**config.mk**
```make
export PLATFORM = sky130hd
export DESIGN_NAME = c16_top
export DESIGN_NICKNAME = d
export VERILOG_FILES = /design/src/hdl/c16_pkg.sv /design/src/hdl/c16_imem.sv /design/src/hdl/c16_apb_ctrl.sv /design/src/hdl/c16_fetch.sv /design/src/hdl/c16_decode.sv /design/src/hdl/c16_execute.sv /design/src/hdl/c16_regfile.sv /design/src/hdl/c16_top.sv
export SDC_FILE = /design/constraint.sdc
export NUM_CORES = 2
export LEC_CHECK = 0
export ABC_AREA = 1
export BUFFER_PORTS_ARGS = -buffer_cell sky130_fd_sc_hd__buf_2
export CORE_ASPECT_RATIO = 0.75
export CORE_MARGIN = 2
export CORE_UTILIZATION = 28
export DETAILED_ROUTE_END_ITERATION = 8
export GPL_TIMING_DRIVEN = 0
export SLEW_MARGIN = 20
export SYNTH_ARGS = -nofsm -noshare
export SYNTH_HDL_FRONTEND = slang
export SYNTH_SLANG_ARGS = --single-unit
```
**constraint.sdc**
```tcl
create_clock -name clk -period 11.7 [get_ports clk]
set_input_delay 2.34 -clock clk [delete_from_list [all_inputs] [get_ports clk]]
set_output_delay 2.34 -clock clk [all_outputs]
set_load 0.02 [all_outputs]
```
**src/hdl/c16_pkg.sv**
```systemverilog
// Shared types and constants for the c16 core
// Halfword and memory word types, register numbers
// Instruction field positions and opcodes
// Lane structs for issue, write-back and the fetch window
// APB address map

`default_nettype none

package c16_pkg;

   typedef logic [15:0] word_t;
   // Low half executes first
   typedef logic [31:0] mem_word_t;
   typedef logic [2:0]  reg_addr_t;

   localparam int        NUM_REGS = 8;
   localparam reg_addr_t ZERO_REG = 3'd7;

   //////////////////////////////////////////////////
   // Instruction fields
   localparam int OPC_HI = 15;
   localparam int OPC_LO = 11;
   localparam int RD_HI  = 10;
   localparam int RD_LO  = 8;
   localparam int RS0_HI = 7;
   localparam int RS0_LO = 5;
   localparam int RS1_HI = 2;
   localparam int RS1_LO = 0;
   localparam int IMM_HI = 4;
   localparam int IMM_LO = 0;

   typedef enum logic [4:0] {
      op_add_imm = 5'd0,
      op_add_reg = 5'd1,
      op_sub_imm = 5'd2,
      op_sub_reg = 5'd3,
      op_halt    = 5'd31
   } opcode_e;

   // Zero encoding is the idle lane
   typedef enum logic [1:0] {
      alu_nop = 2'd0,
      alu_add = 2'd1,
      alu_sub = 2'd2
   } alu_op_e;

   // One lane from decode to execute
   typedef struct packed {
      alu_op_e   op;
      reg_addr_t rd;
      word_t     arg0;
      word_t     arg1;
   } issue_t;

   // One lane from execute to the register file
   typedef struct packed {
      logic      we;
      reg_addr_t addr;
      word_t     value;
   } wb_t;

   // Next two halfwords in program order
   typedef struct packed {
      word_t first;
      word_t second;
      logic  valid;
   } window_t;

   // Number of halfwords decode takes per cycle
   typedef logic [1:0] consume_t;

   //////////////////////////////////////////////////
   // APB map in byte addresses
   localparam logic [11:0] IMEM_BASE = 12'h000;
   localparam logic [11:0] REG_BASE  = 12'h100;
   localparam logic [11:0] CTRL_ADDR = 12'h200;

endpackage

`default_nettype wire

```
**src/hdl/c16_imem.sv**
```systemverilog
// Instruction memory of the c16 core
// Registered read port for fetch, write port for loading

`timescale 1ns/1ps
`default_nettype none

module c16_imem #(
   parameter int IMEM_WORDS = 64
) (
   input  wire                            clk,
   input  wire [$clog2(IMEM_WORDS)-1:0]   raddr,
   input  wire                            we,
   input  wire [$clog2(IMEM_WORDS)-1:0]   waddr,
   input  wire c16_pkg::mem_word_t        wdata,
   output c16_pkg::mem_word_t             rdata
);

   import c16_pkg::*;

   mem_word_t mem [IMEM_WORDS];

   // Read returns the old word on a same-address write
   always_ff @(posedge clk) begin
      if (we) begin
         mem[waddr] <= wdata;
      end
      rdata <= mem[raddr];
   end

endmodule

`default_nettype wire

```
**src/hdl/c16_apb_ctrl.sv**
```systemverilog
// APB slave of the c16 core
// Address decode for memory, registers and control
// Running and halted flags, start pulse
// Memory write path and register read path

`timescale 1ns/1ps
`default_nettype none

module c16_apb_ctrl #(
   parameter int IMEM_WORDS = 64
) (
   input  wire                            clk,
   input  wire                            reset,
   input  wire                            psel,
   input  wire                            penable,
   input  wire                            pwrite,
   input  wire [11:0]                     paddr,
   input  wire [31:0]                     pwdata,
   input  wire                            halt_seen,
   input  wire c16_pkg::word_t            dbg_value,
   output logic [31:0]                    prdata,
   output logic                           pready,
   output logic                           running,
   output logic                           start,
   output logic                           imem_we,
   output logic [$clog2(IMEM_WORDS)-1:0]  imem_waddr,
   output c16_pkg::mem_word_t             imem_wdata,
   output c16_pkg::reg_addr_t             dbg_addr
);

   import c16_pkg::*;

   localparam int AW = $clog2(IMEM_WORDS);

   logic access;
   logic sel_imem;
   logic sel_reg;
   logic sel_ctrl;
   logic ctrl_wr;
   logic halted;

   //////////////////////////////////////////////////
   // Address decode, access phase only
   assign access   = psel && penable;
   assign sel_imem = paddr[11:8] == IMEM_BASE[11:8];
   assign sel_reg  = paddr[11:8] == REG_BASE[11:8];
   assign sel_ctrl = paddr == CTRL_ADDR;
   assign ctrl_wr  = access && pwrite && sel_ctrl;

   // Zero wait states
   assign pready = 1'b1;

   assign imem_we    = access && pwrite && sel_imem;
   assign imem_waddr = paddr[AW+1:2];
   assign imem_wdata = pwdata;

   // One register every 4 bytes
   assign dbg_addr = paddr[4:2];
   assign start    = ctrl_wr && pwdata[0];

   //////////////////////////////////////////////////
   // Run state
   always_ff @(posedge clk) begin
      if (reset) begin
         running <= 1'b0;
         halted  <= 1'b0;
      end else if (ctrl_wr) begin
         running <= pwdata[0];
         if (pwdata[0]) begin
            halted <= 1'b0;
         end
      end else if (halt_seen) begin
         running <= 1'b0;
         halted  <= 1'b1;
      end
   end

   // Memory space reads back as zero
   always_comb begin
      prdata = '0;
      if (access && !pwrite) begin
         if (sel_reg) begin
            prdata = {16'h0000, dbg_value};
         end else if (sel_ctrl) begin
            prdata = {30'h0, halted, running};
         end
      end
   end

endmodule

`default_nettype wire

```
**src/hdl/c16_fetch.sv**
```systemverilog
// Fetch stage of the c16 core
// Program counter with wrap at the memory size
// Two-entry halfword buffer and the pair window
// Stall when the buffer cannot take the memory word

`timescale 1ns/1ps
`default_nettype none

module c16_fetch #(
   parameter int IMEM_WORDS = 64
) (
   input  wire                            clk,
   input  wire                            reset,
   input  wire                            running,
   input  wire                            start,
   input  wire c16_pkg::mem_word_t        rdata,
   input  wire c16_pkg::consume_t         consume,
   output logic [$clog2(IMEM_WORDS)-1:0]  raddr,
   output c16_pkg::window_t               window
);

   import c16_pkg::*;

   localparam int AW = $clog2(IMEM_WORDS);

   // Address of the word now on rdata
   logic [AW-1:0] pc;
   logic          word_valid;
   logic [1:0]    count;
   word_t         hw_buf [2];
   word_t         seq [4];
   logic [2:0]    avail;
   logic [2:0]    keep;
   logic          stall;

   // Buffered halfwords first, then the memory word low half first
   always_comb begin
      seq[0] = hw_buf[0];
      seq[1] = hw_buf[1];
      seq[2] = rdata[15:0];
      seq[3] = rdata[31:16];
      if (count == 2'd1) begin
         seq[1] = rdata[15:0];
         seq[2] = rdata[31:16];
      end else if (count == 2'd0) begin
         seq[0] = rdata[15:0];
         seq[1] = rdata[31:16];
      end
   end

   assign avail = {1'b0, count} + (word_valid ? 3'd2 : 3'd0);

   assign window.first  = seq[0];
   assign window.second = seq[1];
   assign window.valid  = avail >= 3'd2;

   // Only a full buffer with one halfword taken leaves three
   assign stall = word_valid && (count > consume);
   assign keep  = (stall ? {1'b0, count} : avail) - {1'b0, consume};

   always_comb begin
      if (start) begin
         raddr = '0;
      end else if (running && !stall) begin
         raddr = pc + AW'(1);
      end else begin
         raddr = pc;
      end
   end

   always_ff @(posedge clk) begin
      if (reset) begin
         pc         <= '0;
         word_valid <= 1'b0;
         count      <= 2'd0;
      end else begin
         pc         <= raddr;
         word_valid <= start || (running && word_valid);
         if (start) begin
            count <= 2'd0;
         end else if (running) begin
            count <= keep[1:0];
         end
      end
   end

   // Leftovers shift down by the consumed count
   always_ff @(posedge clk) begin
      if (running) begin
         hw_buf[0] <= seq[consume];
         hw_buf[1] <= seq[consume + 2'd1];
      end
   end

endmodule

`default_nettype wire

```
**src/hdl/c16_decode.sv**
```systemverilog
// Decode stage of the c16 core
// Field extraction and opcode to ALU op mapping
// Pair hazard check and halt detection
// Registered issue of two lanes

`timescale 1ns/1ps
`default_nettype none

module c16_decode (
   input  wire                      clk,
   input  wire                      reset,
   input  wire                      running,
   input  wire c16_pkg::window_t    window,
   input  wire c16_pkg::word_t      rv_a0,
   input  wire c16_pkg::word_t      rv_a1,
   input  wire c16_pkg::word_t      rv_b0,
   input  wire c16_pkg::word_t      rv_b1,
   output c16_pkg::consume_t        consume,
   output logic                     halt_seen,
   output c16_pkg::reg_addr_t       ra_a0,
   output c16_pkg::reg_addr_t       ra_a1,
   output c16_pkg::reg_addr_t       ra_b0,
   output c16_pkg::reg_addr_t       ra_b1,
   output c16_pkg::issue_t          lane_a,
   output c16_pkg::issue_t          lane_b
);

   import c16_pkg::*;

   localparam issue_t IDLE = '{op: alu_nop, rd: '0, arg0: '0, arg1: '0};

   word_t     first;
   word_t     second;
   reg_addr_t rd_a;
   logic      go;
   logic      halt_a;
   logic      hazard;
   logic      cancel_b;
   issue_t    issue_a;
   issue_t    issue_b;

   // Add or sub that really writes; the zero word is a no-op
   function automatic logic is_alu(word_t inst);
      opcode_e opc;
      opc = opcode_e'(inst[OPC_HI:OPC_LO]);
      return (inst != '0) && (opc inside {op_add_imm, op_add_reg, op_sub_imm, op_sub_reg});
   endfunction

   function automatic logic is_reg_form(word_t inst);
      opcode_e opc;
      opc = opcode_e'(inst[OPC_HI:OPC_LO]);
      return (opc == op_add_reg) || (opc == op_sub_reg);
   endfunction

   function automatic issue_t slot_issue(word_t inst, word_t v0, word_t v1);
      issue_t iss;
      iss.op   = alu_nop;
      iss.rd   = inst[RD_HI:RD_LO];
      iss.arg0 = v0;
      // Sign-extended imm5
      iss.arg1 = {{11{inst[IMM_HI]}}, inst[IMM_HI:IMM_LO]};
      if (is_alu(inst)) begin
         iss.op = (inst[OPC_HI:OPC_LO] == op_sub_imm || inst[OPC_HI:OPC_LO] == op_sub_reg)
                  ? alu_sub : alu_add;
         if (is_reg_form(inst)) begin
            iss.arg1 = v1;
         end
      end
      return iss;
   endfunction

   assign first  = window.first;
   assign second = window.second;

   assign ra_a0 = first[RS0_HI:RS0_LO];
   assign ra_a1 = first[RS1_HI:RS1_LO];
   assign ra_b0 = second[RS0_HI:RS0_LO];
   assign ra_b1 = second[RS1_HI:RS1_LO];

   //////////////////////////////////////////////////
   // Pair check
   assign rd_a   = first[RD_HI:RD_LO];
   assign go     = running && window.valid;
   assign halt_a = first[OPC_HI:OPC_LO] == op_halt;
   assign hazard = is_alu(first) && is_alu(second) &&
                   (rd_a == ra_b0 || (is_reg_form(second) && rd_a == ra_b1));
   // second slot waits and leads the next pair
   assign cancel_b = hazard || (second[OPC_HI:OPC_LO] == op_halt);

   assign halt_seen = go && halt_a;

   always_comb begin
      issue_a = IDLE;
      issue_b = IDLE;
      consume = 2'd0;
      if (go) begin
         consume = (halt_a || cancel_b) ? 2'd1 : 2'd2;
         if (!halt_a) begin
            issue_a = slot_issue(first, rv_a0, rv_a1);
            if (!cancel_b) begin
               issue_b = slot_issue(second, rv_b0, rv_b1);
            end
         end
      end
   end

   always_ff @(posedge clk) begin
      if (reset) begin
         lane_a <= IDLE;
         lane_b <= IDLE;
      end else begin
         lane_a <= issue_a;
         lane_b <= issue_b;
      end
   end

endmodule

`default_nettype wire

```
**src/hdl/c16_execute.sv**
```systemverilog
// Execute stage of the c16 core
// Two add/sub lanes producing register write-backs

`timescale 1ns/1ps
`default_nettype none

module c16_execute (
   input  wire c16_pkg::issue_t  lane_a,
   input  wire c16_pkg::issue_t  lane_b,
   output c16_pkg::wb_t          wb_a,
   output c16_pkg::wb_t          wb_b
);

   import c16_pkg::*;

   function automatic wb_t run_lane(issue_t lane);
      wb_t wb;
      wb.addr = lane.rd;
      case (lane.op)
         alu_add: wb.value = lane.arg0 + lane.arg1;
         alu_sub: wb.value = lane.arg0 - lane.arg1;
         default: wb.value = '0;
      endcase
      // Register 7 stays zero
      wb.we = (lane.op != alu_nop) && (lane.rd != ZERO_REG);
      return wb;
   endfunction

   assign wb_a = run_lane(lane_a);
   assign wb_b = run_lane(lane_b);

endmodule

`default_nettype wire

```
**src/hdl/c16_regfile.sv**
```systemverilog
// Register file of the c16 core
// Eight registers, two write ports
// Four operand read ports and one debug read port
// Same-cycle bypass of write-back values

`timescale 1ns/1ps
`default_nettype none

module c16_regfile (
   input  wire                      clk,
   input  wire                      reset,
   input  wire c16_pkg::reg_addr_t  ra_a0,
   input  wire c16_pkg::reg_addr_t  ra_a1,
   input  wire c16_pkg::reg_addr_t  ra_b0,
   input  wire c16_pkg::reg_addr_t  ra_b1,
   input  wire c16_pkg::reg_addr_t  dbg_addr,
   input  wire c16_pkg::wb_t        wb_a,
   input  wire c16_pkg::wb_t        wb_b,
   output c16_pkg::word_t           rv_a0,
   output c16_pkg::word_t           rv_a1,
   output c16_pkg::word_t           rv_b0,
   output c16_pkg::word_t           rv_b1,
   output c16_pkg::word_t           dbg_value
);

   import c16_pkg::*;

   word_t regs [NUM_REGS];

   // Lane b is later in program order and wins
   function automatic word_t read_port(reg_addr_t addr);
      word_t value;
      value = regs[addr];
      if (wb_a.we && wb_a.addr == addr) begin
         value = wb_a.value;
      end
      if (wb_b.we && wb_b.addr == addr) begin
         value = wb_b.value;
      end
      return value;
   endfunction

   assign rv_a0     = read_port(ra_a0);
   assign rv_a1     = read_port(ra_a1);
   assign rv_b0     = read_port(ra_b0);
   assign rv_b1     = read_port(ra_b1);
   assign dbg_value = read_port(dbg_addr);

   always_ff @(posedge clk) begin
      if (reset) begin
         for (int i = 0; i < NUM_REGS; i++) begin
            regs[i] <= '0;
         end
      end else begin
         if (wb_a.we) begin
            regs[wb_a.addr] <= wb_a.value;
         end
         if (wb_b.we) begin
            regs[wb_b.addr] <= wb_b.value;
         end
      end
   end

endmodule

`default_nettype wire

```
**src/hdl/c16_top.sv**
```systemverilog
// Top level of the dual-issue c16 core
// APB slave, instruction memory, fetch, decode,
// two-lane execute and register file

`timescale 1ns/1ps
`default_nettype none

module c16_top #(
   parameter int IMEM_WORDS = 64
) (
   input  wire        clk,
   input  wire        reset,
   input  wire        psel,
   input  wire        penable,
   input  wire        pwrite,
   input  wire [11:0] paddr,
   input  wire [31:0] pwdata,
   output wire [31:0] prdata,
   output wire        pready
);

   import c16_pkg::*;

   localparam int AW = $clog2(IMEM_WORDS);

   logic            running;
   logic            start;
   logic            halt_seen;

   // Memory load path and fetch path
   logic            imem_we;
   logic [AW-1:0]   imem_waddr;
   mem_word_t       imem_wdata;
   logic [AW-1:0]   raddr;
   mem_word_t       rdata;

   window_t         window;
   consume_t        consume;

   // Operand reads of both slots
   reg_addr_t       ra_a0;
   reg_addr_t       ra_a1;
   reg_addr_t       ra_b0;
   reg_addr_t       ra_b1;
   word_t           rv_a0;
   word_t           rv_a1;
   word_t           rv_b0;
   word_t           rv_b1;

   issue_t          lane_a;
   issue_t          lane_b;
   wb_t             wb_a;
   wb_t             wb_b;

   reg_addr_t       dbg_addr;
   word_t           dbg_value;

   c16_apb_ctrl #(.IMEM_WORDS(IMEM_WORDS)) u_apb_ctrl (
      .clk        (clk),
      .reset      (reset),
      .psel       (psel),
      .penable    (penable),
      .pwrite     (pwrite),
      .paddr      (paddr),
      .pwdata     (pwdata),
      .halt_seen  (halt_seen),
      .dbg_value  (dbg_value),
      .prdata     (prdata),
      .pready     (pready),
      .running    (running),
      .start      (start),
      .imem_we    (imem_we),
      .imem_waddr (imem_waddr),
      .imem_wdata (imem_wdata),
      .dbg_addr   (dbg_addr)
   );

   c16_imem #(.IMEM_WORDS(IMEM_WORDS)) u_imem (
      .clk   (clk),
      .raddr (raddr),
      .we    (imem_we),
      .waddr (imem_waddr),
      .wdata (imem_wdata),
      .rdata (rdata)
   );

   c16_fetch #(.IMEM_WORDS(IMEM_WORDS)) u_fetch (
      .clk     (clk),
      .reset   (reset),
      .running (running),
      .start   (start),
      .rdata   (rdata),
      .consume (consume),
      .raddr   (raddr),
      .window  (window)
   );

   c16_decode u_decode (
      .clk       (clk),
      .reset     (reset),
      .running   (running),
      .window    (window),
      .rv_a0     (rv_a0),
      .rv_a1     (rv_a1),
      .rv_b0     (rv_b0),
      .rv_b1     (rv_b1),
      .consume   (consume),
      .halt_seen (halt_seen),
      .ra_a0     (ra_a0),
      .ra_a1     (ra_a1),
      .ra_b0     (ra_b0),
      .ra_b1     (ra_b1),
      .lane_a    (lane_a),
      .lane_b    (lane_b)
   );

   c16_execute u_execute (
      .lane_a (lane_a),
      .lane_b (lane_b),
      .wb_a   (wb_a),
      .wb_b   (wb_b)
   );

   c16_regfile u_regfile (
      .clk       (clk),
      .reset     (reset),
      .ra_a0     (ra_a0),
      .ra_a1     (ra_a1),
      .ra_b0     (ra_b0),
      .ra_b1     (ra_b1),
      .dbg_addr  (dbg_addr),
      .wb_a      (wb_a),
      .wb_b      (wb_b),
      .rv_a0     (rv_a0),
      .rv_a1     (rv_a1),
      .rv_b0     (rv_b0),
      .rv_b1     (rv_b1),
      .dbg_value (dbg_value)
   );

endmodule

`default_nettype wire

```
-- Word level (Yosys, flattened, before mapping)
Memory sizes are Yosys's and may differ from the RTL's. A register that Yosys moved wholly into a read port is not among the register bits.
Index checks and enable logic that the tools add are counted.
W data, S select, Z words.
- add/subtract/negate cells: 8
- $mul: 0
- div/mod/pow operators: 0
- order comparisons: 4
- eq/ne operators: 26
- shift operators: 0
- mux-type cells: 56
- bitwise operators: 5
- reduce and logical (&&, ||, !) cells: 53
- operators with widths (cell ; count):
    $mux W16 ; 19
    $mux W32 ; 3
    $bmux W16 S2 ; 2
    $pmux W16 S2 ; 2
    $add A16 B16 Y16 ; 2
    $reduce_bool A16 Y1 ; 2
    $reduce_or A16 Y1 ; 2
    $sub A16 B16 Y16 ; 2
    $eq A3 B3 Y1 ; 8
    $logic_and A1 B1 Y1 ; 24
    $eq A5 B2 Y1 const B ; 4
    $mux W1 ; 19
    $mux W2 ; 7
    $eq A12 B10 Y1 const B ; 1
    $mux W6 ; 2
    $eq A5 B1 Y1 const B ; 2
    $eq A5 B5 Y1 const B ; 2
    $logic_not A5 Y1 ; 2
    $logic_or A1 B1 Y1 ; 8
    $reduce_bool A4 Y1 ; 2
    $reduce_or A4 Y1 ; 2
    $add A6 B1 Y6 const B ; 1
    $eq A2 B1 Y1 const B ; 3
    $ge A3 B3 Y1 const B ; 2
    20 further kinds ; 29
- bits in registers: 53
- latch bits: 0
- bits in writable memories: 2208
- memory bits (read-only): 0
- input bits: 49
- output and inout port bits: 33
- memories: 3
- memories (memory ; words ; bits a word ; rd ports ; clocked after Yosys merged registers in ; wr ports ; RTL line ; text):
    u_imem.mem ; 64 ; 32 ; 1 ; 1 ; 1 ; c16_imem.sv:20 ; mem_word_t mem [IMEM_WORDS];
    u_regfile.regs ; 8 ; 16 ; 5 ; 2 ; 8 ; c16_regfile.sv:28 ; word_t regs [NUM_REGS];
    u_fetch.hw_buf ; 2 ; 16 ; 2 ; 0 ; 2 ; c16_fetch.sv:30 ; word_t hw_buf [2];

-- Longest topological paths before layout
- depth in word-level cells: 18
- gate-level depth with buffers: 36
- mapped depth without buffers: 31

-- Modules after synthesis
Synthesis repeated with hierarchy kept, for this count alone.
- cells, all modules: 10610
- area total of the unflattened synthesis: 106459.6 µm²
- by module, submodules not included (module ; instances ; cells an instance ; area each (µm²) ; seq. area each (µm²)):
    c16_imem ; 1 ; 6769 ; 82738.1 ; 62139.6
    c16_regfile ; 1 ; 2366 ; 14208.6 ; 3843.7
    c16_fetch ; 1 ; 440 ; 3155.5 ; 1141.1
    c16_execute ; 1 ; 537 ; 2795.2 ; 0.0
    c16_decode ; 1 ; 363 ; 2742.6 ; 1481.4
    c16_apb_ctrl ; 1 ; 135 ; 819.5 ; 40.0

-- Least setup slack after synthesis
Ideal clock, no wire load.
- kind: input port to output port
- start: input paddr[2]
- end: output prdata[14]
- arrival: 4.543 ns
- data required time: 9.360 ns
- setup slack: 4.817 ns
- stages on the path: 9
- cells stage by stage: clkbuf_1 inv_1 nor3_1 clkinv_1 o22ai_1 nor4_1 a21oi_1 nor2_1 a211oi_1
- cells in the longest elaborated chain, start to end: 6
- elaborated cells on any way between the ends: 9
- classes of those cells: eq/ne: 2; mux: 4; reduce/logical: 2; memory: 1
- RTL lines (what ; RTL line ; text):
    start, declared ; c16_top.sv:16 ; input wire [11:0] paddr,
    branches (longest 3 deep; another with $mem_v2 Z8 W16) ; n/a ;
    $mux W16 * ; c16_regfile.sv:37 ; if (wb_b.we && wb_b.addr == addr) begin
    $mux W32 * ; c16_apb_ctrl.sv:82 ; if (sel_reg) begin
    $mux W32 * ; c16_apb_ctrl.sv:81 ; if (access && !pwrite) begin
    end, declared ; c16_top.sv:18 ; output wire [31:0] prdata,
Every way passes the cells marked *.

-- Final worst setup path
- start: input paddr[2]
- end: output prdata[1]
- cells in the longest elaborated chain, start to end: 6
- elaborated cells on any way between the ends: 11
- classes of those cells: eq/ne: 3; mux: 5; reduce/logical: 2; memory: 1
- RTL lines (what ; RTL line):
    branches (longest 4 deep; another with $mem_v2 Z8 W16) ; n/a
    $mux W32 * ; c16_apb_ctrl.sv:82
    $mux W32 * ; c16_apb_ctrl.sv:81
Marked as above.

==> results.py <==
metrics = {
    "worst_setup_path": {
        "critPathBufInv": 4,
        "cp_cell_sequence": "clkbuf_1 > inv_1 > nand2_1 > clkbuf_1 > o22ai_1 > o41ai_1 > o21ai_0 > nand2_1 > o21ai_0 > a2bb2oi_1 > buf_2",
        "endpoint_kind": "output pin",
        "arrival_ps": 7370,
        "cpMaxStageDelayCell": "clkbuf_1",
        "cpPeakStageDelay_ps": 880,
        "crit_required_ps": 9360,
        "crit_path_max_fanout": 10,
        "crit_type": "in2out",
        "crit_path_start_kind": "input pin",
        "crit_family": "compound AO/OA/AOI/OAI gates",
    },
    "cts": {
        "clk_latency_ps": 980,
        "cts_setup_buffers": 0,
        "cts_root_buffer": "clkbuf_16",
        "hold_buffers": 0,
        "cts_resized": 0,
        "clk_pin_slew_worst_paths_ps": 60,
        "cts.path.max_buffers": 4,
        "cts_sinks": 2325,
        "cts_tree": "built",
        "htreeDepth": 4,
        "cts_buffers": 243,
    },
    "power_and_ir_drop": {
        "p_int_mw": 13.6,
        "power_density_nw_per_um2": 134,
        "pwr-share-seq": 0.524,
        "sw_frac_of_total": 0.221,
        "switching_power_mw": 3.88,
        "ir_worst_vdd_v": 0.000134,
        "p_leak_nw": 51.8,
        "p_clk_frac": 0.453,
        "power_mw": 17.5,
        "power_frac_comb": 0.023,
    },
    "place": {
        "dpl_cell_area_sq_um": 122000,
        "place_ws_ps": 2010,
        "placed_cells": 16800,
        "dpl.hpwl_um": 421000,
        "place_congestion": 1.02,
        "port-buffer-count": 60,
    },
    "timing": {
        "tightest_slew_ps": 1300,
        "setup_viol": 0,
        "hold_violations": 0,
        "finalHoldWorstSlack_ps": 505,
        "setup_slack_ps": 1990,
        "fin_crit_sh": 0.830,
        "min_period_ps": 9710,
        "rsz0062_at_grt": "false",
        "fmax_mhz": 103,
        "final.setup.tns_ps": 0,
        "report.final.slew_viol_count": 0,
        "clock_skew_ps": 103,
        "slew-limit-headroom": 0.130,
    },
    "die": {
        "start_util": 0.282,
        "num_rows": 199,
        "coreArea_sq_um": 392000,
        "ios": 82,
        "die_h_um": 548,
        "die_w_um": 730,
        "fp.dieArea_sq_um": 400000,
    },
    "yosys": {
        "synth_edf_count": 2208,
        "ys_types": 59,
        "synth-seq-area-share": 0.621,
        "synth_top_flop_cell": "edfxtp_1",
        "synthTopCellsByCount": "edfxtp_1, inv_1, nand2_1",
        "synth_area_sq_um": 111000,
        "yosysMostFrequentCell": "edfxtp_1",
        "synth_top_cell_area_share": 0.600,
        "yosys-top-cells-area": "edfxtp_1, nand3_1, inv_1",
        "syn_inst": 11300,
        "ys_ff_latch": 2325,
        "ys_warn_count": 0,
        "postSynth.asyncResetShare": 0,
        "syn_area_per_cell_sq_um": 9.77,
        "synth_area_leader_cell": "edfxtp_1",
    },
    "cells_and_area": {
        "nets": 11900,
        "fillerInstances": 40000,
        "area_growth_pct": 18.0,
        "final_area_sq_um": 130000,
        "drive_gt1_frac": 0.0964,
        "stdcell_count": 17300,
        "final_util": 0.332,
    },
    "drt": {
        "ant_nets": 0,
        "drt_wl_total_um": 567000,
        "drtIter0Drc": 19000,
        "dr_total_vias": 95200,
        "first_pass_iters": 6,
        "drc": 0,
        "wire_per_inst_um": 32.8,
        "viasPerCell": 5.51,
    },
    "worst_hold_path": {
        "hold_class": "reg2reg",
    },
    "outcome": {
        "run_status": "complete, no violations",
    },
    "job": {
        "maxCapViolations": 0,
    },
    "grt": {
        "grt_pass1_wl_um": 748000,
        "antenna_found_initial": 77,
        "grt_usage": 0.273,
        "overflow": 0,
        "grt_pass1_vias": 83500,
        "grt_max_degree": 57,
    },
}
-- power by group through the flow --
stage	clock network (mW)	registers [mW]	logic, mW
CTS	7.94	9.17	0.383
detailed placement	0	9.34	0.382
global placement	0	9.36	0.332
global route	8.24	9.16	0.403
floorplan	0	9.31	0.0742
finish	7.94	9.17	0.404
-- sequential cells by signal, indices dropped and copies added, names as in the netlist --
signal and count:
u_imem.mem 2048, u_regfile.regs 128, u_decode.lane_a 37, u_decode.lane_b 37, u_fetch.hw_buf 32, u_imem.rdata 32
u_fetch.pc 6, u_fetch.count 2, u_apb_ctrl.halted 1, u_apb_ctrl.running 1, u_fetch.word_valid 1
-- cell usage in the layout, fill, tap and decap left out, types with 41 or more instances in the layout --
master and n:
a21oi_1 333, buf_12 77, buf_16 95, buf_2 390
buf_4 60, clkbuf_1 399, clkbuf_16 249, clkinv_1 53
clkinv_2 41, dfxtp_1 116, edfxtp_1 2208, inv_1 1992
nand2_1 1893, nand3_1 1844, nand4_1 705, nor2_1 192
nor2_4 66, o211ai_1 88, o21ai_0 479, o221ai_1 47
o22ai_1 156
-- tightest hold or removal path, stage by stage (launching register included) --
cell	delay, ps
dfxtp_1	300
inv_1	90
a21oi_1	70
-- routing by layer --
metal  share of wire  global-route usage  routed length (um)
met1            0.42               0.403              240000
met2            0.37               0.348              209000
met3            0.17               0.121               96100
met4           0.038              0.0881               21800
met5         0.00084             0.00344                 478
-- cells by family (layout without fill, tap and decap cells) --
family / after synthesis / count (layout) / synth area share
buf+inv: 2824 / 3509 / 0.101
flops: 2325 / 2325 / 0.621
simple gates: 4814 / 4814 / 0.203
fa+ha+maj: 41 / 41 / 0.00478
other cells: 2 / 70 / 0.0000679
xor+xnor: 47 / 47 / 0.00372
compound gates: 1258 / 1258 / 0.0659
-- layout make-up --
class	instances	area [sq um]	share of cell area
flip-flops and latches	2325	68600	0.526
multi-input cells	6193	31400	0.240
inverters	2028	7610	0.0584
well taps	5226	6540	0.0501
clock buffers	310	6500	0.0498
repair buffers	243	4660	0.0357
plain buffers	796	3640	0.0279
clock inverters	132	1380	0.0106
diodes	37	92.6	0.000710
-- worst paths after layout --
kind / to / start / slack, ps / cells after the start
worst max register to register: u_imem.rdata[26] / u_fetch.count[1] / 3080 / 31
worst max-delay path: prdata[1] / paddr[2] / 1990 / 11
worst min-delay path: u_apb_ctrl.halted / u_apb_ctrl.halted / 510 / 2
worst min register to register: u_apb_ctrl.halted / u_apb_ctrl.halted / 510 / 2
(Power assumes the default switching activity.)
